--- src/verilog/egress_port_pkg.sv ---
//////////////////////////////////////////////////
// Port count, lane width per port and buffer sizing
//////////////////////////////////////////////////

`default_nettype none

package egress_port_pkg;

    //////////////////////////////////////////////////
    // Port map

    localparam int num_ports = 4;
    localparam int port_bits = 2;

    // Lane width in bytes for each port
    // Ports 0 and 1 are byte lanes, ports 2 and 3 are 32-bit lanes
    localparam int lane_bytes_of [num_ports] = '{1, 1, 4, 4};

    //////////////////////////////////////////////////
    // Buffer sizing

    // 64 words of 8 bytes, room for two of the largest packets
    localparam int fifo_depth = 64;
    localparam int fifo_addr_bits = 6;

    // Largest packet the router sends
    localparam int max_pkt_bytes = 256;

endpackage

`default_nettype wire
--- src/verilog/egress_bus_pkg.sv ---
//////////////////////////////////////////////////
// Word, stored-word and lane-beat types of the egress datapath
// Referenced by scoped names from the demux, buffers and converters
//////////////////////////////////////////////////

`default_nettype none

package egress_bus_pkg;

    //////////////////////////////////////////////////
    // Bus widths

    // Bytes carried by one input word
    localparam int word_bytes = 8;
    localparam int word_bits = word_bytes * 8;

    // Holds a valid-byte count from 0 to word_bytes
    localparam int byte_cnt_bits = 4;

    // Widest physical lane, sets the keep and data width of a beat
    localparam int lane_max_bytes = 4;

    //////////////////////////////////////////////////
    // Word types

    // Input word from the router, port selects the egress buffer
    typedef struct packed {
        logic                                  valid;
        logic                                  last;
        logic [byte_cnt_bits-1:0]              nbytes;
        logic [egress_port_pkg::port_bits-1:0] port;
        logic [word_bits-1:0]                  data;
    } egr_word_t;

    // Word as held in a port buffer, nbytes only counts on the last word
    typedef struct packed {
        logic [word_bits-1:0]     data;
        logic                     last;
        logic [byte_cnt_bits-1:0] nbytes;
    } buf_word_t;

    // One beat on a physical lane; narrow lanes use the low bytes only
    typedef struct packed {
        logic                        valid;
        logic                        last;
        logic [lane_max_bytes-1:0]   keep;
        logic [lane_max_bytes*8-1:0] data;
    } lane_beat_t;

endpackage

`default_nettype wire

--- src/verilog/egress_demux.sv ---
//////////////////////////////////////////////////
// Registers the input word and steers it to the buffer of its port
//////////////////////////////////////////////////

`default_nettype none

module egress_demux (
    input  wire                                   clk_ifc,
    input  wire                                   arst_n,
    input  wire egress_bus_pkg::egr_word_t        in_word,
    output egress_bus_pkg::buf_word_t             wr_word [egress_port_pkg::num_ports],
    output logic [egress_port_pkg::num_ports-1:0] wr_en
);

    egress_bus_pkg::buf_word_t             word_q;
    logic [egress_port_pkg::port_bits-1:0] port_q;
    logic                                  mid_pkt;

    // One-hot write strobe, one cycle after the input word
    always_ff @(posedge clk_ifc or negedge arst_n) begin
        if (!arst_n) begin
            wr_en   <= '0;
            mid_pkt <= 1'b0;
        end else begin
            wr_en <= '0;
            if (in_word.valid) begin
                wr_en[in_word.port] <= 1'b1;
                mid_pkt             <= !in_word.last;
            end
        end
    end

    // Word payload with the port field stripped
    always_ff @(posedge clk_ifc) begin
        if (in_word.valid) begin
            word_q.data   <= in_word.data;
            word_q.last   <= in_word.last;
            word_q.nbytes <= in_word.nbytes;
            port_q        <= in_word.port;
        end
    end

    // Every buffer sees the same word, only its strobe differs
    always_comb begin
        for (int p = 0; p < egress_port_pkg::num_ports; p++) begin
            wr_word[p] = word_q;
        end
    end

    // All words of a packet go to one port
    a_port_stable : assert property (@(posedge clk_ifc) disable iff (!arst_n)
        in_word.valid && mid_pkt |-> in_word.port == port_q);

endmodule

`default_nettype wire

--- config.mk ---
export PLATFORM = sky130hd
export DESIGN_NAME = egress_demux
export DESIGN_NICKNAME = d
export VERILOG_FILES = /design/src/verilog/egress_port_pkg.sv /design/src/verilog/egress_bus_pkg.sv /design/src/verilog/egress_demux.sv
export SDC_FILE = /design/constraint.sdc
export NUM_CORES = 1
export LEC_CHECK = 0
export ABC_AREA = 1
export BUFFER_PORTS_ARGS = -buffer_cell sky130_fd_sc_hd__buf_2
export CAP_MARGIN = 10
export CELL_PAD_IN_SITES_DETAIL_PLACEMENT = 1
export CELL_PAD_IN_SITES_GLOBAL_PLACEMENT = 1
export CORE_AREA = 5 5 133 135
export CTS_CLUSTER_DIAMETER = 120
export DETAILED_ROUTE_END_ITERATION = 10
export DIE_AREA = 0 0 138 140
export GPL_TIMING_DRIVEN = 0
export PLACE_DENSITY = 0.8
export SLEW_MARGIN = 20
export SYNTH_ARGS = -nofsm -noshare
export SYNTH_HDL_FRONTEND = slang
export SYNTH_SLANG_ARGS = --single-unit
--- constraint.sdc ---
create_clock -name clk_ifc -period 0.8 [get_ports clk_ifc]
set_clock_uncertainty 0.05 [all_clocks]
set_input_delay 0 -clock clk_ifc [delete_from_list [all_inputs] [get_ports clk_ifc]]
set_output_delay 0 -clock clk_ifc [all_outputs]
set_load 0.05 [all_outputs]
Word level (Yosys, flattened, before mapping)

Cells that the tools add are included.

Flip-flop bits (word level): 73
Bits of input ports: 74
Output and inout port bits: 280
Logic and storage cells: 10

Magnitude comparators: 2
Mux-type cells: 3
Reduce and logical (&&, ||, !) cells: 1

Operator list:

| cell               | number |
|---|---|
| $mux 4             | 1 |
| $lt 2x3->1 const B | 1 |
| $demux 1 s2        | 1 |
| $ge 2x1->1 const B | 1 |
| $logic_and 1x1->1  | 1 |
| $mux 1             | 1 |

Longest topological paths before layout

Word-level depth: 5
Depth in mapped cells: 3
Gate-level depth less buffers: 3

Worst setup path before layout

No wires, ideal clock.

Path type: register to output
From: register word_q (netlist bit wr_word[31])
To: output wr_word[100] (netlist name)
Data arrival time: 0.941 ns
Data required time: 0.750 ns
Slack: -0.191 ns
Cell stages (with the launch flop): 2
Path buffers: 1
Cell sequence: edfxtp_1 -> buf_4

RTL lines:

| what        | RTL line           | text |
|---|---|---|
| from (decl) | egress_demux.sv:15 | `egress_bus_pkg::buf_word_t word_q;` |
| to (decl)   | egress_demux.sv:11 | `output egress_bus_pkg::buf_word_t wr_word [egress_port_pkg::num_ports],` |

No word-level cell between the ends.

Worst setup path in the final report

From: register word_q (netlist bit wr_word[20])
To: output wr_word[158] (netlist name)

No word-level cell between the ends.

==> flow_metrics.py <==
metrics = {
    "cts": {
        "ctsHtreeMaxLevel": 3,
        "cts_tree": "done",
        "cts_buffers": 9,
        "clk_pin_slew_worst_paths_ps": 60,
        "numClockSinks": 73,
        "cts_root_buffer": "clkbuf_16",
        "clock_path_buffers": 2,
    },
    "setup_path": {
        "crit_arrival_ps": 1210,
        "crit_buf_inv": 2,
        "worstPathRequired_ps": 750,
        "crit_path_max_fanout": 4,
        "timing.critical_path.from_type": "flip-flop",
        "critPathTopFamily": "flip-flops",
        "worstSetupPathType": "flip-flop to primary output",
        "endpoint_kind": "primary output",
        "crit_chain": "buf_4 -> buf_6",
        "max_stage_delay_ps": 530,
        "critical_path.slowest_cell": "edfxtp_1",
    },
    "route": {
        "via_per_inst": 3.86,
        "drt_iter0_drc": 97,
        "wire_per_inst_um": 23.8,
        "drtPass1Iterations": 4,
        "ant_nets": 0,
        "drc": 0,
        "num_vias": 3700,
        "routed_wl_mm": 22.8,
    },
    "min_path": {
        "holdCritPathClass": "primary input to asynchronous set/reset pin",
    },
    "floorplanning": {
        "start_util_pct": 23.0,
        "fp.dieH_um": 140,
        "die_w_um": 138,
        "die_area_mm2": 0.0193,
        "ios": 354,
        "core_mm2": 0.0163,
        "rows": 47,
    },
    "power_and_ir_drop": {
        "cellLeakagePower_nw": 4.84,
        "power_w": 0.0199,
        "irDropWorstVdd_v": 0.00117,
        "p_per_area_mw_per_mm2": 1920,
    },
    "sta": {
        "fin_crit_sh_pct": 157,
        "fin_ws_ps": -457,
        "drv_slew": 0,
        "slew_headroom_pct": 67.6,
        "grt_setup_unrepaired": "true",
        "setup_violations": 281,
        "worst-slew-pin-transition_ps": 486,
        "tns_ps": -105130,
        "finalHoldViolations": 0,
        "timing.fmax_ghz": 0.795,
        "final.min_clock_period_ps": 1260,
    },
    "logic_synthesis": {
        "yosysUniqueCellTypes": 6,
        "synth_seq_area_share_pct": 57.8,
        "syn_area_per_cell_um2": 13.0,
        "syn_area_mm2": 0.00376,
        "synthCells": 288,
        "syn-num-nets": 362,
        "ys_seq_elements": 73,
        "yosys_warnings": 0,
    },
    "grt": {
        "grt_pass1_wl_mm": 30.7,
        "antenna_found_initial": 1,
        "grt_pass1_vias": 4441,
        "grt_start_max_net_pins": 39,
        "track_usage_pct": 21.0,
        "overflow": 0,
    },
    "finish": {
        "syn_to_final_growth_pct": 177,
        "drive_above_1_share_pct": 78.8,
        "final_nets": 806,
        "layout.cells.non_filler": 958,
    },
    "place": {
        "place_congestion": 0.732,
        "dp_hpwl_mm": 11.0,
        "io_buffers": 353,
        "dp.cells": 862,
        "pre_cts_slack_ps": -319,
    },
    "run_status": {
        "violations": "negative setup slack",
        "run_status": "finished, violations left",
    },
    "run": {
        "maxCapViolCount": 0,
    },
}
## registers in the layout, indices dropped and copies added (netlist names)
| name | cells |
|---|---|
| wr_en | 4 |
| wr_word | 69 |
## worst paths after layout
check / slack (ps) / start / end / cells after the start
worst max-delay path: -460 / wr_word[20] / wr_word[158] / 2
worst min-delay path: 30 / arst_n / wr_en[2] / 2
max in group asynchronous: 540 / arst_n / wr_en[0] / 2
min in group clk_ifc: 100 / in_word[71] / wr_word[6] / 1
## cell families (layout without fill, tap and decap cells)
family / Yosys count / after routing / share of synthesized area, %
buf+inv: 209 / 658 / 41.6
flops: 73 / 73 / 57.8
other cells: 0 / 1 / 0
simple gates: 6 / 6 / 0.600
## where the power goes
| group | internal (W) | leakage, nW | switching [W] |
|---|---|---|---|
| Clock | 0.00302 | 0.158 | 0.00161 |
| Combinational | 0.00464 | 3.95 | 0.00549 |
| Sequential | 0.00454 | 0.729 | 0.000610 |
## metrics by stage
step / area (um2) / hold slack [ps] / utilization, %
6_report: 10400 / 32.4 / 63.6
3_3_place_gp: 5810 / -243 / 35.5
4_1_cts: 9690 / 83.1 / 59.3
2_1_floorplan: 3770 / -346 / -
3_5_place_dp: 5830 / -240 / 35.7
5_1_grt: 10400 / 43.9 / 63.6
## cells in the final DEF, fill, tap and decap left out, drive strengths merged
| cell type | Yosys | layout |
|---|---|---|
| dfrtp | 4 | 4 |
| clkinv | 0 | 3 |
| dlygate4sd3 | 0 | 72 |
| inv | 2 | 2 |
| nor2 | 4 | 4 |
| clkinvlp | 0 | 1 |
| clkbuf | 0 | 9 |
| bufinv | 0 | 3 |
| edfxtp | 69 | 69 |
| diode | 0 | 1 |
| buf | 207 | 568 |
| nand2 | 2 | 2 |
## per-layer routing
metal,part of all wire (%),vias up,track usage (%),wire [um]
met4,1.9,0,6.29,422
li1,-,1620,-,-
met3,7.8,28,7.50,1770
met5,0,-,0,0
met2,57,233,40.2,12900
met1,34,1819,21.5,7700
## area by class of cell
type                       instances  area (um2)
antenna                            1        2.50
buffer                           207        2320
timing repair buffer             433        5260
multi-input combinational          6        22.5
inverter                           2        7.51
clock inverter                     7         109
clock buffer                       9         225
sequential                        73        2170
tap                              220         275
fill                            1547        5960
## cells in the mapped netlist
master	number	area (um2)
nand2_1	2	7.51
dfrtp_1	4	100
buf_4	207	1550
inv_1	2	7.51
nor2_1	4	15.0
edfxtp_1	69	2070
## timing repair
action,in CTS,in global routing
hold endpoints to repair,77,0
setup buffers,1,6
pin swaps,0,0
setup endpoints to repair,280,284
hold buffers,73,0
gates resized for setup,835,166
Power figures use the tool's default switching activity.
