===== config.mk =====
export PLATFORM = sky130hd
export DESIGN_NAME = egress_lane_conv
export DESIGN_NICKNAME = d
export VERILOG_FILES = /design/src/verilog/egress_port_pkg.sv /design/src/verilog/egress_bus_pkg.sv /design/src/verilog/egress_lane_conv.sv
export SDC_FILE = /design/constraint.sdc
export NUM_CORES = 1
export LEC_CHECK = 0
export BUFFER_PORTS_ARGS = -buffer_cell sky130_fd_sc_hd__buf_2
export CAP_MARGIN = 25
export CORE_MARGIN = 5
export CORE_UTILIZATION = 50
export DETAILED_ROUTE_END_ITERATION = 10
export PLACE_DENSITY_LB_ADDON = 0.1
export SLEW_MARGIN = 20
export SYNTH_ARGS = -nofsm -noshare
export SYNTH_HDL_FRONTEND = slang
export SYNTH_SLANG_ARGS = --single-unit

===== constraint.sdc =====
create_clock -name clk_ifc -period 4.1 [get_ports clk_ifc]
set_input_delay 0.205 -clock clk_ifc [delete_from_list [all_inputs] [get_ports clk_ifc]]
set_output_delay 0.205 -clock clk_ifc [all_outputs]
set_load 0.005 [all_outputs]

===== src/verilog/egress_port_pkg.sv =====
//////////////////////////////////////////////////
// Port count, lane width per port and buffer sizing
//////////////////////////////////////////////////

`default_nettype none

package egress_port_pkg;

    //////////////////////////////////////////////////
    // Port map

    localparam int num_ports = 4;
    localparam int port_bits = 2;

    // Lane width in bytes for each port
    // Ports 0 and 1 are byte lanes, ports 2 and 3 are 32-bit lanes
    localparam int lane_bytes_of [num_ports] = '{1, 1, 4, 4};

    //////////////////////////////////////////////////
    // Buffer sizing

    // 64 words of 8 bytes, room for two of the largest packets
    localparam int fifo_depth = 64;
    localparam int fifo_addr_bits = 6;

    // Largest packet the router sends
    localparam int max_pkt_bytes = 256;

endpackage

`default_nettype wire

===== src/verilog/egress_bus_pkg.sv =====
//////////////////////////////////////////////////
// Word, stored-word and lane-beat types of the egress datapath
// Referenced by scoped names from the demux, buffers and converters
//////////////////////////////////////////////////

`default_nettype none

package egress_bus_pkg;

    //////////////////////////////////////////////////
    // Bus widths

    // Bytes carried by one input word
    localparam int word_bytes = 8;
    localparam int word_bits = word_bytes * 8;

    // Holds a valid-byte count from 0 to word_bytes
    localparam int byte_cnt_bits = 4;

    // Widest physical lane, sets the keep and data width of a beat
    localparam int lane_max_bytes = 4;

    //////////////////////////////////////////////////
    // Word types

    // Input word from the router, port selects the egress buffer
    typedef struct packed {
        logic                                  valid;
        logic                                  last;
        logic [byte_cnt_bits-1:0]              nbytes;
        logic [egress_port_pkg::port_bits-1:0] port;
        logic [word_bits-1:0]                  data;
    } egr_word_t;

    // Word as held in a port buffer, nbytes only counts on the last word
    typedef struct packed {
        logic [word_bits-1:0]     data;
        logic                     last;
        logic [byte_cnt_bits-1:0] nbytes;
    } buf_word_t;

    // One beat on a physical lane; narrow lanes use the low bytes only
    typedef struct packed {
        logic                        valid;
        logic                        last;
        logic [lane_max_bytes-1:0]   keep;
        logic [lane_max_bytes*8-1:0] data;
    } lane_beat_t;

endpackage

`default_nettype wire


===== src/verilog/egress_lane_conv.sv =====
//////////////////////////////////////////////////
// Serializes buffered 64-bit words onto one lane of lane_bytes bytes
//////////////////////////////////////////////////

`default_nettype none

module egress_lane_conv #(
    // Bytes per lane beat, 1, 2 or 4
    parameter int lane_bytes = 4
) (
    input  wire                              clk_ifc,
    input  wire                              arst_n,
    input  wire egress_bus_pkg::buf_word_t   rd_word,
    input  wire                              avail,
    output logic                             rd_en,
    output egress_bus_pkg::lane_beat_t       lane
);

    localparam int lane_bits = lane_bytes * 8;
    localparam int cnt_bits = egress_bus_pkg::byte_cnt_bits;
    localparam logic [cnt_bits-1:0] lane_cnt = cnt_bits'(lane_bytes);

    logic [egress_bus_pkg::word_bits-1:0] sh_data;
    logic                                 sh_last;
    // Bytes of the current word not yet sent, zero when idle
    logic [cnt_bits-1:0]                  rem;

    // Pop when idle or on the final beat of a word
    // A whole packet is committed, so avail stays high inside it
    assign rd_en = avail && (rem <= lane_cnt);

    always_ff @(posedge clk_ifc or negedge arst_n) begin
        if (!arst_n) begin
            rem <= '0;
        end else if (rd_en) begin
            rem <= rd_word.last ? rd_word.nbytes : cnt_bits'(egress_bus_pkg::word_bytes);
        end else if (rem > lane_cnt) begin
            rem <= rem - lane_cnt;
        end else begin
            rem <= '0;
        end
    end

    // Low bytes always hold the beat being sent
    always_ff @(posedge clk_ifc) begin
        if (rd_en) begin
            sh_data <= rd_word.data;
            sh_last <= rd_word.last;
        end else begin
            sh_data <= sh_data >> lane_bits;
        end
    end

    //////////////////////////////////////////////////
    // Lane beat

    always_comb begin
        lane       = '0;
        lane.valid = rem != '0;
        // Final beat of the last word closes the packet
        lane.last  = sh_last && rem != '0 && rem <= lane_cnt;
        for (int b = 0; b < lane_bytes; b++) begin
            lane.keep[b]        = rem > cnt_bits'(b);
            lane.data[b*8 +: 8] = sh_data[b*8 +: 8];
        end
    end

    // A last word carries 1 to word_bytes bytes, so its closing beat has keep set
    a_last_has_keep : assert property (@(posedge clk_ifc) disable iff (!arst_n)
        rd_en && rd_word.last |-> rd_word.nbytes != '0 &&
            rd_word.nbytes <= cnt_bits'(egress_bus_pkg::word_bytes));

endmodule

`default_nettype wire


=== Word level (Yosys, flattened, before mapping) ===
Cells that the tools add are included.

* $add $sub $neg: 1
* Multiplexer cells: 4
* Reductions and logical operators: 4
* $lt $le $gt $ge: 6

{| class="wikitable"
|+ Operator list
! cell !! number
|-
| 2-to-1 mux 32 bit || 1
|-
| 2-to-1 mux 4 bit || 3
|-
| > comparator 4 x 1 -> 1 bit, second input constant || 2
|-
| > comparator 4 x 2 -> 1 bit, second input constant || 2
|-
| > comparator 4 x 3 -> 1 bit, second input constant || 1
|-
| <= comparator 4 x 3 -> 1 bit, second input constant || 1
|-
| nonzero test 4 bit || 1
|-
| subtractor 4 x 3 -> 4 bit, second input constant || 1
|-
| logical AND 1 bit || 3
|}

* Bits of input ports: 72
* Register bits after elaboration: 69
* Word-level logic and storage cells: 19

=== Longest topological paths before layout ===
Gate-level depths: netlist (run 1).

* Depth in word-level cells: 3
* Mapped depth: 4
* Gate-level depth less buffers: 4

=== Least setup slack after synthesis (run 1) ===
No wires, ideal clock.

* Path kind: reg-to-output
* Start: reg rem[2]
* End: out lane[37] (netlist name)
* Cell stages (with the launch flop): 5
* Setup slack: 2.568 ns
* Arrival: 1.327 ns
* Cell sequence: dfrtp_1 or2_2 clkbuf_1 or3_1 buf_4

{| class="wikitable"
|+ RTL lines
! element !! RTL line !! RTL
|-
| from (decl) || egress_lane_conv.sv:26 || <nowiki>logic [cnt_bits-1:0] rem;</nowiki>
|-
| from (signal assigned) || egress_lane_conv.sv:36 || <nowiki>rem <= rd_word.last ? rd_word.nbytes : cnt_bits'(egress_bus_pkg::word_bytes);</nowiki>
|-
| from (signal assigned) || egress_lane_conv.sv:38 || <nowiki>rem <= rem - lane_cnt;</nowiki>
|-
| to (decl) || egress_lane_conv.sv:16 || <nowiki>output egress_bus_pkg::lane_beat_t lane</nowiki>
|}

=== Final worst setup path (run 1) ===
* Start: reg rem[1]
* End: out rd_en

* Cells in the longest elaborated chain, start to end: 2

{| class="wikitable"
|+ Ends and longest elaborated chain
! element !! RTL line !! RTL
|-
| <= comparator 4 x 3 -> 1 bit || egress_lane_conv.sv:30 || <nowiki>assign rd_en = avail && (rem <= lane_cnt);</nowiki>
|-
| logical AND 1 bit || egress_lane_conv.sv:30 ||
|-
| to (decl) || egress_lane_conv.sv:15 || <nowiki>output logic rd_en,</nowiki>
|}

Every way passes these cells.

==> summary.md, run 1 <==
| Metric | Value |
|---|---|
| Outcome | `finished clean` |
| Gr ovfl total | `0` |
| Antenna violations before repair | `0` |
| FF+latch count, synth | `69` |
| Synth top area cells | `dfxtp_1, mux2_4, buf_4` |
| Leading area contributor after synthesis | `dfxtp_1` |
| Relative max-transition margin | `53.15%` |
| Cells after DPL | `328` |
| Sequential cell area | `1411 um^2` |
| Setup crit start kind | `flip-flop` |
| NumNets Final | `346` |
| RSZ-0062 raised after global routing | `no` |
| Routed wire length | `4.462 mm` |
| DP HPWL | `3.277 mm` |
| Setup-failing EPs final | `0` |
| Post-CTS Setup Bufs | `0` |
| Register clock-pin slew on the reported worst setup and hold paths | `0.07 ns` |
| CP Cell Sequence | `o21ai_4, nand2_4, inv_1, buf_2` |
| Sink Count | `69` |
| Post-CTS sizing | `0` |
| Static Leak | `1.638 nW` |
| Largest net degree at the start of global routing | `36` |
| Total GRT Usage | `14.37%` |
| Post-DR vias/cell | `4.445` |
| Top-area cell type share of the netlist area | `50.95%` |
| Setup TNS | `0 ns` |
| DRT Pass-1 Iters | `4` |
| Most common cell after layout, fill and taps aside | `buf_2` |
| Fin Clk Skew | `0.004540 ns` |
| Core ar. | `4817 um^2` |
| Pwr Density | `646.3 nW/um^2` |
| Max clock buf depth | `2` |
| Syn Area/Cell | `12.96 um^2` |
| Final non-filler cell total | `344` |
| Die Height | `80.92 um` |
| Layout Area Growth over Synthesis | `19.80%` |
| Worst-Skew Late Latency | `0.32 ns` |
| Asr flop ratio synth | `5.797%` |
| Max Cap Viol | `0` |
| Worst vdd ir | `0.3546 mV` |
| Root Driver | `clkbuf_8` |
| Pins Over Slew Limit | `0` |
| ANT nets after route | `0` |
| Max FO, Critical Path | `35` |
| Worst path max stage delay | `0.61 ns` |
| Synth Flop Type | `dfxtp_1` |
| Post-route DRC | `0` |
| Slew @ Worst Pin | `0.7001 ns` |
| Vias in the first global route | `1529` |
| Largest delay contributor family on the critical path | `compound AO/OA/AOI/OAI gates` |
| Htree depth | `3` |
| Worst Path Required | `3.89 ns` |
| Worst Hold Class | `input port to flip-flop` |
| Highest Clock Rate | `0.4016 GHz` |
| Post-synth EDFFs | `1` |
| Cts bufs inserted | `9` |
| Rows | `25` |
| CTS tree | `yes` |
| Commonest non-fill, non-tap cells in the layout | `buf_2, dfxtp_1, and3_1` |
| Buffers on Ports | `110` |
| Top Ports | `111` |
| Critical path data arrival time | `2.29 ns` |
| Synthesized netlist cell count | `194` |
| Total die area | `6548 um^2` |
| Area occupied by multi-input gates | `788.3 um^2` |
| Final hold vios | `0` |
| Syn. warnings | `0` |
| Post-synthesis sequential area ratio | `56.12%` |
| Antenna Cells | `0` |
| Synthesized area | `2515 um^2` |
| Filler cell count | `412` |
| Syn nets | `266` |
| Count of different cell masters after synthesis | `23` |
| Vias | `1529` |
| Initial DRC count | `29` |
| Critical path's slowest cell | `o21ai_4` |
| R2r setup slk | `1.98 ns` |
| Layout cells sized above 1 | `57.40%` |
| Gp weighted congestion | `0.7455` |
| WL/cell | `12.97 um` |
| Fin crit share | `60.74%` |
| CP bufs+invs | `2` |
| Die W | `80.92 um` |
| WS Path Type | `flip-flop to primary output` |
| Fin crit period | `2.490 ns` |
| First-pass GRT wire length | `6.837 mm` |
| Initial Utilization | `52.21%` |
| Crit. End Element | `primary output` |
[cell type report]
| type | instances | share of cell area [%] |
|---|---|---|
| sequential | 69 | 46.84 |
| multi-input combinational | 80 | 26.16 |
| timing repair buffer | 112 | 19.10 |
| clock buffer | 11 | 4.360 |
| tap | 67 | 2.782 |
| clock inverter | 3 | 0.4983 |
| inverter | 2 | 0.2492 |
[what timing repair did]
| action | CTS | global route |
|---|---|---|
| endpoints found under the hold margin | 4 | 0 |
| endpoints found under the setup margin | 0 | 0 |
| hold buffers | 1 | 0 |
[layer usage]
metal / GRT usage [%] / share of wire, % / vias to the layer above
met1: 15.07 / 39 / 673
met5: 0 / 0 / -
met2: 24.30 / 50 / 66
met4: 8.108 / 1.4 / 0
li1: - / - / 784
met3: 5.876 / 9.6 / 6
[Yosys cell counts, types with 2 or more instances]
library cell and number:
a32o_1 2, and3_1 32, buf_4 33, buf_6 3, clkbuf_1 7, dfrtp_1 4, dfxtp_1 64, inv_1 2
mux2_2 4, mux2_4 28, nand2_1 2, or3_1 2
[worst reg2reg max path: stages, from the launching register on]
cell	delay [ns]
dfrtp_1	0.45
o21ai_4	0.61
nand2_4	0.51
inv_1	0.26
[sequential cells by signal (all words and copies together), names as in the netlist]
signal and cells:
rem 4, sh_data 64, sh_last 1
[cells by family (layout without fill, tap and decap cells)]
family	Yosys count	after routing	share of synthesized area (%)
AOI/OAI and AO/OA	6	6	2.189
buffers and inverters	45	128	12.54
muxes	32	32	18.51
DFF	69	69	56.12
and+or+nand+nor	42	42	10.65
[stage by stage]
stage | hold slack [ns] | setup slack, ns | utilization, % | area [um^2] | power, W
3_3_place_gp | 0.01690 | 1.638 | 58.99 | 2841 | 0.001533
5_1_grt | 0.07261 | 1.433 | 62.55 | 3013 | 0.002070
3_5_place_dp | 0.01489 | 1.609 | 58.99 | 2841 | 0.001541
2_1_floorplan | -0.09059 | 2.568 | - | 2515 | 0.001478
6_report | 0.1033 | 1.610 | 62.55 | 3013 | 0.001947
4_1_cts | 0.07932 | 1.240 | 62.23 | 2998 | 0.001971
[report_power, final]
part / switching, W / internal [W] / total (W)
logic: 0.000240 / 0.000356 / 0.000596
clock network: 0.000214 / 0.000210 / 0.000424
registers: 0.0000685 / 0.000859 / 0.000927
[path summary, 6_finish.rpt]
path,start,to,depth (start not counted)
max,rem[1],rd_en,4
min,rd_word[63],sh_data[58],2
max reg2reg,rem[1],sh_last,3
min reg2reg,sh_data[46],sh_data[14],1
max in group asynchronous,arst_n,rem[1],2
min in group asynchronous,arst_n,rem[2],2
(Power assumes the default switching activity.)
==> inputs of run 2 (changes only) <==
Settings changed: CORE_UTILIZATION 50 to 46.
Clock period 4.1 ns to 2.55 ns, I/O delays scaled along.
==> summary.md, run 2 (synthesized netlist as in run 1, its figures left out) <==
| Metric | Value |
|---|---|
| Outcome | `finished clean` |
| Vias in the first global route | `1644 (+7.5%)` |
| Post-CTS Setup Bufs | `0 (unchanged)` |
| Crit. End Element | `primary output` |
| Worst Path Required | `2.42 ns (-1.47 ns)` |
| Worst-Skew Late Latency | `0.33 ns (about the same)` |
| WS Path Type | `flip-flop to primary output` |
| DP HPWL | `3.352 mm (+2.3%)` |
| Die W | `83.94 um (+3.7%)` |
| CTS tree | `yes` |
| Worst setup margin | `0.6657 ns (-0.9439 ns)` |
| Pwr Density | `1056 nW/um^2 (+63%)` |
| Busiest grt layer | `met2` |
| Layout cells sized above 1 | `57.50% (+0.099 points)` |
| DRT Pass-1 Iters | `3 (-1)` |
| Relative max-transition margin | `60.32% (+7.2 points)` |
| Rows | `27 (+8.0%)` |
| Gp weighted congestion | `0.6801 (-8.8%)` |
| Post-CTS Hold Fix Bufs | `2 (+1)` |
| Max reg flops | `64 (unchanged)` |
| Max Cap Viol | `0 (unchanged)` |
| Total die area | `7046 um^2 (+7.6%)` |
| Setup-failing EPs final | `0 (unchanged)` |
| Largest net degree at the start of global routing | `36 (unchanged)` |
| Setup TNS | `0 ns (unchanged)` |
| Worst vdd ir | `0.6999 mV (+97%)` |
| Core ar. | `5405 um^2 (+12%)` |
| Post-CTS sizing | `0 (unchanged)` |
| Pins Over Slew Limit | `0 (unchanged)` |
| Post-DR vias/cell | `4.406 (-0.87%)` |
| Layout Area Growth over Synthesis | `21.69%` |
| Final hold vios | `0 (unchanged)` |
| Critical path data arrival time | `1.76 ns (-0.53 ns)` |
| Register clock-pin slew on the reported worst setup and hold paths | `0.07 ns (about the same)` |
| Fin crit share | `73.89%` |
| Vias | `1551 (+1.4%)` |
| WL/cell | `13.25 um (+2.1%)` |
| Fin crit period | `1.884 ns` |
| Highest Clock Rate | `0.5307 GHz` |
| Initial DRC count | `51 (+76%)` |
| ANT nets after route | `0 (unchanged)` |
| Antenna violations before repair | `0 (unchanged)` |
| Antenna Cells | `0 (unchanged)` |
| Die Height | `83.94 um (+3.7%)` |
| Root Driver | `clkbuf_8` |
| Top Registers | `sh_data (64), rem (4), sh_last (1)` |
| Gr ovfl total | `0 (unchanged)` |
| Worst Hold Class | `input port to flip-flop` |
| Met1 Use GR | `14.26% (-0.81 points)` |
| Cts bufs inserted | `9 (unchanged)` |
| Util after Layout | `56.62% (-5.9 points)` |
| Post-route DRC | `0 (unchanged)` |
| Top Ports | `111 (unchanged)` |
| Max clock buf depth | `2 (unchanged)` |
| Htree depth | `3 (unchanged)` |
| Slew @ Worst Pin | `0.5947 ns (-0.1054 ns)` |
| M3 GR Usage | `5.331% (-0.55 points)` |
| Max FO, Critical Path | `33 (-5.7%)` |
| RSZ-0062 raised after global routing | `no` |
| GR Util met2 | `22.78% (-1.5 points)` |
| Setup WS pre-CTS | `0.9196 ns (-0.6895 ns)` |
| Routed wire length | `4.663 mm (+4.5%)` |
| NumNets Final | `348 (+0.58%)` |
| Static Leak | `1.658 nW (+1.2%)` |
| Buffers on Ports | `110 (unchanged)` |
| Setup crit start kind | `flip-flop` |
| Total GRT Usage | `13.60% (-0.77 points)` |
| First-pass GRT wire length | `7.383 mm (+8.0%)` |
| Reg with most FFs | `sh_data` |
| Fin Clk Skew | `0.004366 ns (-0.0001738 ns)` |
| Most common cell after layout, fill and taps aside | `buf_2` |
| Sink Count | `69 (unchanged)` |
| Initial Utilization | `46.53% (-5.7 points)` |
| Commonest non-fill, non-tap cells in the layout | `buf_2, dfxtp_1, and3_1` |
-- run 2: changes by cell type in the layout (fill, tap and decap cells not counted), sizes merged --
cell,previous run,this run
clkbuf,11,14
clkinv,3,1
buf,111,112
dlygate4sd3,1,2
-- run 2: routing by layer --
layer	part of all wire [%]	wire, um
met3	9.7	453
met2	47	2211
met5	0	0
met1	41	1912
met4	1.8	85
-- run 2: path summary, 6_finish.rpt --
| path | from | cells past startpoint | to | slack, ns |
|---|---|---|---|---|
| worst max-delay path | rem[1] | 4 | lane[36] | 0.67 |
| worst max register to register | rem[1] | 4 | rem[1] | 0.93 |
| worst min register to register | sh_data[53] | 1 | sh_data[21] | 0.45 |
| min in group asynchronous | arst_n | 2 | rem[0] | 0.13 |
| worst min-delay path | rd_word[39] | 2 | sh_data[34] | 0.02 |
| max in group asynchronous | arst_n | 2 | rem[2] | 2.31 |
-- run 2: stage by stage --
stage	total power, W	cells	area (um^2)	hold WS (ns)
6_report	0.003233	352	3060	0.01691
3_3_place_gp	0.002483	335	2863	-0.05912
2_1_floorplan	0.002377	194	2515	-0.1681
4_1_cts	0.003288	352	3060	0.0001086
3_5_place_dp	0.002491	335	2863	-0.05991
5_1_grt	0.003438	352	3060	0.001138
-- run 2: final cells by class --
cell class              count  area [um^2]
clock buffers              14        172.7
multi-input cells          80        788.3
clock inverters             1        5.005
fillers                   512         2345
flip-flops and latches     69         1411
inverters                   2        7.507
repair buffers            114        585.6
well taps                  72        90.09
-- run 2: worst max-delay path: stages, from the launching register on --
cell and delay (ns):
dfrtp_1 0.45, o21ai_4 0.20, buf_4 0.31, nor4bb_1 0.29, buf_2 0.17
-- run 2: power by group --
group | internal (W) | switching (W)
logic | 0.000572 | 0.000392
registers | 0.00138 | 0.000105
clock network | 0.000427 | 0.000358
==> inputs of run 3 (changes only) <==
Settings changed: CORE_UTILIZATION 46 to 42.
Clock period 2.55 ns to 1.65 ns, I/O delays scaled along.
==> summary.md, run 3 (synthesized netlist as in run 1, its figures left out) <==
| Metric | Value |
|---|---|
| Setup TNS | `0 ns (unchanged)` |
| DP HPWL | `3.543 mm (+5.7%)` |
| WS Path Type | `flip-flop to primary output` |
| R2r startpoint | `rem[3]` |
| Root Driver | `clkbuf_8` |
| Sequential cell area | `1416 um^2 (+0.35%)` |
| Die W | `87.38 um (+4.1%)` |
| Highest Clock Rate | `0.6297 GHz` |
| Antenna Cells | `0 (unchanged)` |
| Hold Path Origin | `rd_word[3]` |
| ANT nets after route | `0 (unchanged)` |
| Setup WS pre-CTS | `0.2351 ns (-0.6845 ns)` |
| Dpl cell area | `2907 um^2 (+1.5%)` |
| Fin crit share | `96.25%` |
| Outcome | `finished clean` |
| RSZ-0062 raised after global routing | `no` |
| Largest net degree at the start of global routing | `34 (-5.6%)` |
| Layout Area Growth over Synthesis | `56.77%` |
| Total die area | `7635 um^2 (+8.4%)` |
| CTS tree | `yes` |
| CP Cell Sequence | `buf_4, buf_4, nor3_1, nor4bb_2, buf_2` |
| Initial DRC count | `37 (-27%)` |
| Layout cells sized above 1 | `50.56% (-6.9 points)` |
| Initial Utilization | `42.73% (-3.8 points)` |
| Register clock-pin slew on the reported worst setup and hold paths | `0.07 ns (about the same)` |
| Final hold vios | `0 (unchanged)` |
| CP bufs+invs | `3 (+1)` |
| Pins Over Slew Limit | `0 (unchanged)` |
| Slew @ Worst Pin | `0.2659 ns (-0.3287 ns)` |
| Antenna violations before repair | `0 (unchanged)` |
| Worst Hold Class | `input port to flip-flop` |
| Worst Path Required | `1.57 ns (-0.85 ns)` |
| Post-DR vias/cell | `4.349 (-1.3%)` |
| Total GRT Usage | `16.13% (+2.5 points)` |
| Hold_ws | `0.05265 ns (+0.03575 ns)` |
| Cts bufs inserted | `9 (unchanged)` |
| Rows | `28 (+3.7%)` |
| Worst setup margin | `0.06189 ns (-0.6038 ns)` |
| Routed wire length | `6.108 mm (+31%)` |
| WL/cell | `14.04 um (+6.0%)` |
| Final non-filler cell total | `435 (+24%)` |
| Setup-failing EPs final | `0 (unchanged)` |
| Vias | `1892 (+22%)` |
| DRT Pass-1 Iters | `4 (+1)` |
| Pwr Density | `1466 nW/um^2 (+39%)` |
| First-pass GRT wire length | `9.190 mm (+24%)` |
| Max Cap Viol | `0 (unchanged)` |
| Filler cell count | `462 (-9.8%)` |
| Top Registers | `sh_data (64), rem (4), sh_last (1)` |
| Largest delay contributor family on the critical path | `buffers and inverters` |
| Worst vdd ir | `0.8913 mV (+27%)` |
| Worst-Skew Late Latency | `0.34 ns (about the same)` |
| Max clock buf depth | `2 (unchanged)` |
| Max FO, Critical Path | `4 (-88%)` |
| Worst path max stage delay | `0.41 ns (-0.04 ns)` |
| Static Leak | `2.032 nW (+23%)` |
| Reg with most FFs | `sh_data` |
| Most common cell on crit path | `buf_4` |
| Commonest non-fill, non-tap cells in the layout | `buf_2, dlygate4sd3_1, dfxtp_1` |
| Crit path from | `rem[2]` |
| Crit. End Element | `primary output` |
| Gp weighted congestion | `0.8240 (+21%)` |
| Design Area, Final | `3943 um^2 (+29%)` |
| Setup crit start kind | `flip-flop` |
| NumNets Final | `428 (+23%)` |
| Die Height | `87.38 um (+4.1%)` |
| Top Ports | `111 (unchanged)` |
| Core ar. | `5886 um^2 (+8.9%)` |
| Area occupied by multi-input gates | `802.0 um^2 (+1.7%)` |
| Vias in the first global route | `1944 (+18%)` |
| Buffers on Ports | `110 (unchanged)` |
| Sink Count | `69 (unchanged)` |
| Htree depth | `3 (unchanged)` |
| Most common cell after layout, fill and taps aside | `buf_2` |
| Max reg flops | `64 (unchanged)` |
| Critical path's slowest cell | `dfrtp_2` |
| Cells after DPL | `340 (+1.5%)` |
| Gr ovfl total | `0 (unchanged)` |
| Critical path data arrival time | `1.51 ns (-0.25 ns)` |
| Post-route DRC | `0 (unchanged)` |
| Relative max-transition margin | `82.27% (+22 points)` |
| Fin Clk Skew | `0.005906 ns (+0.001540 ns)` |
| Fin crit period | `1.588 ns` |
-- run 3: worst min-delay path, stage by stage --
cell	delay, ns
buf_2	0.07
nor2b_1	0.03
o21ai_0	0.16
-- run 3: what timing repair did --
| action | in CTS | in global routing |
|---|---|---|
| pin swaps | 1 | 3 |
| cloned | 0 | 1 |
| endpoints found under the hold margin | 72 | 0 |
| buffers inserted | 4 | 6 |
| setup endpoints to repair | 3 | 5 |
| resized for setup | 7 | 4 |
| hold buffers | 69 | 0 |
-- run 3: area by class of cell --
cell class | instances | area share, %
clock inverter | 4 | 1.841
tap | 75 | 2.380
clock buffer | 11 | 3.586
timing repair buffer | 194 | 35.73
multi-input combinational | 80 | 20.34
sequential | 69 | 35.93
inverter | 2 | 0.1904
-- run 3: worst paths after layout --
| check | endpoint | slack (ns) | cells past startpoint |
|---|---|---|---|
| max in group asynchronous | rem[2] | 1.44 | 2 |
| setup / recovery | lane[36] | 0.06 | 5 |
| setup reg to reg | sh_data[0] | 0.17 | 5 |
| min in group asynchronous | rem[3] | 0.07 | 2 |
| hold / removal | rem[3] | 0.05 | 3 |
| hold reg to reg | sh_data[24] | 0.46 | 1 |
-- run 3: power breakdown --
group | switching (W) | internal (W)
combinational | 0.000773 | 0.00124
sequential | 0.000141 | 0.00214
clock | 0.000606 | 0.000882
total | 0.00152 | 0.00426
-- run 3: per-layer routing --
metal | GRT usage (%) | routed length, um | vias to the layer above
met5 | 0 | 0 | -
met4 | 6.416 | 104 | 0
met3 | 6.623 | 453 | 9
met2 | 28.42 | 3196 | 71
met1 | 16.94 | 2354 | 865
li1 | - | - | 947
-- run 3: through the flow --
step	total power, W	util [%]
2_1_floorplan	0.003673	-
3_3_place_gp	0.003923	49.38
3_5_place_dp	0.003934	49.38
4_1_cts	0.005675	65.58
5_1_grt	0.006106	66.99
6_report	0.005779	66.99
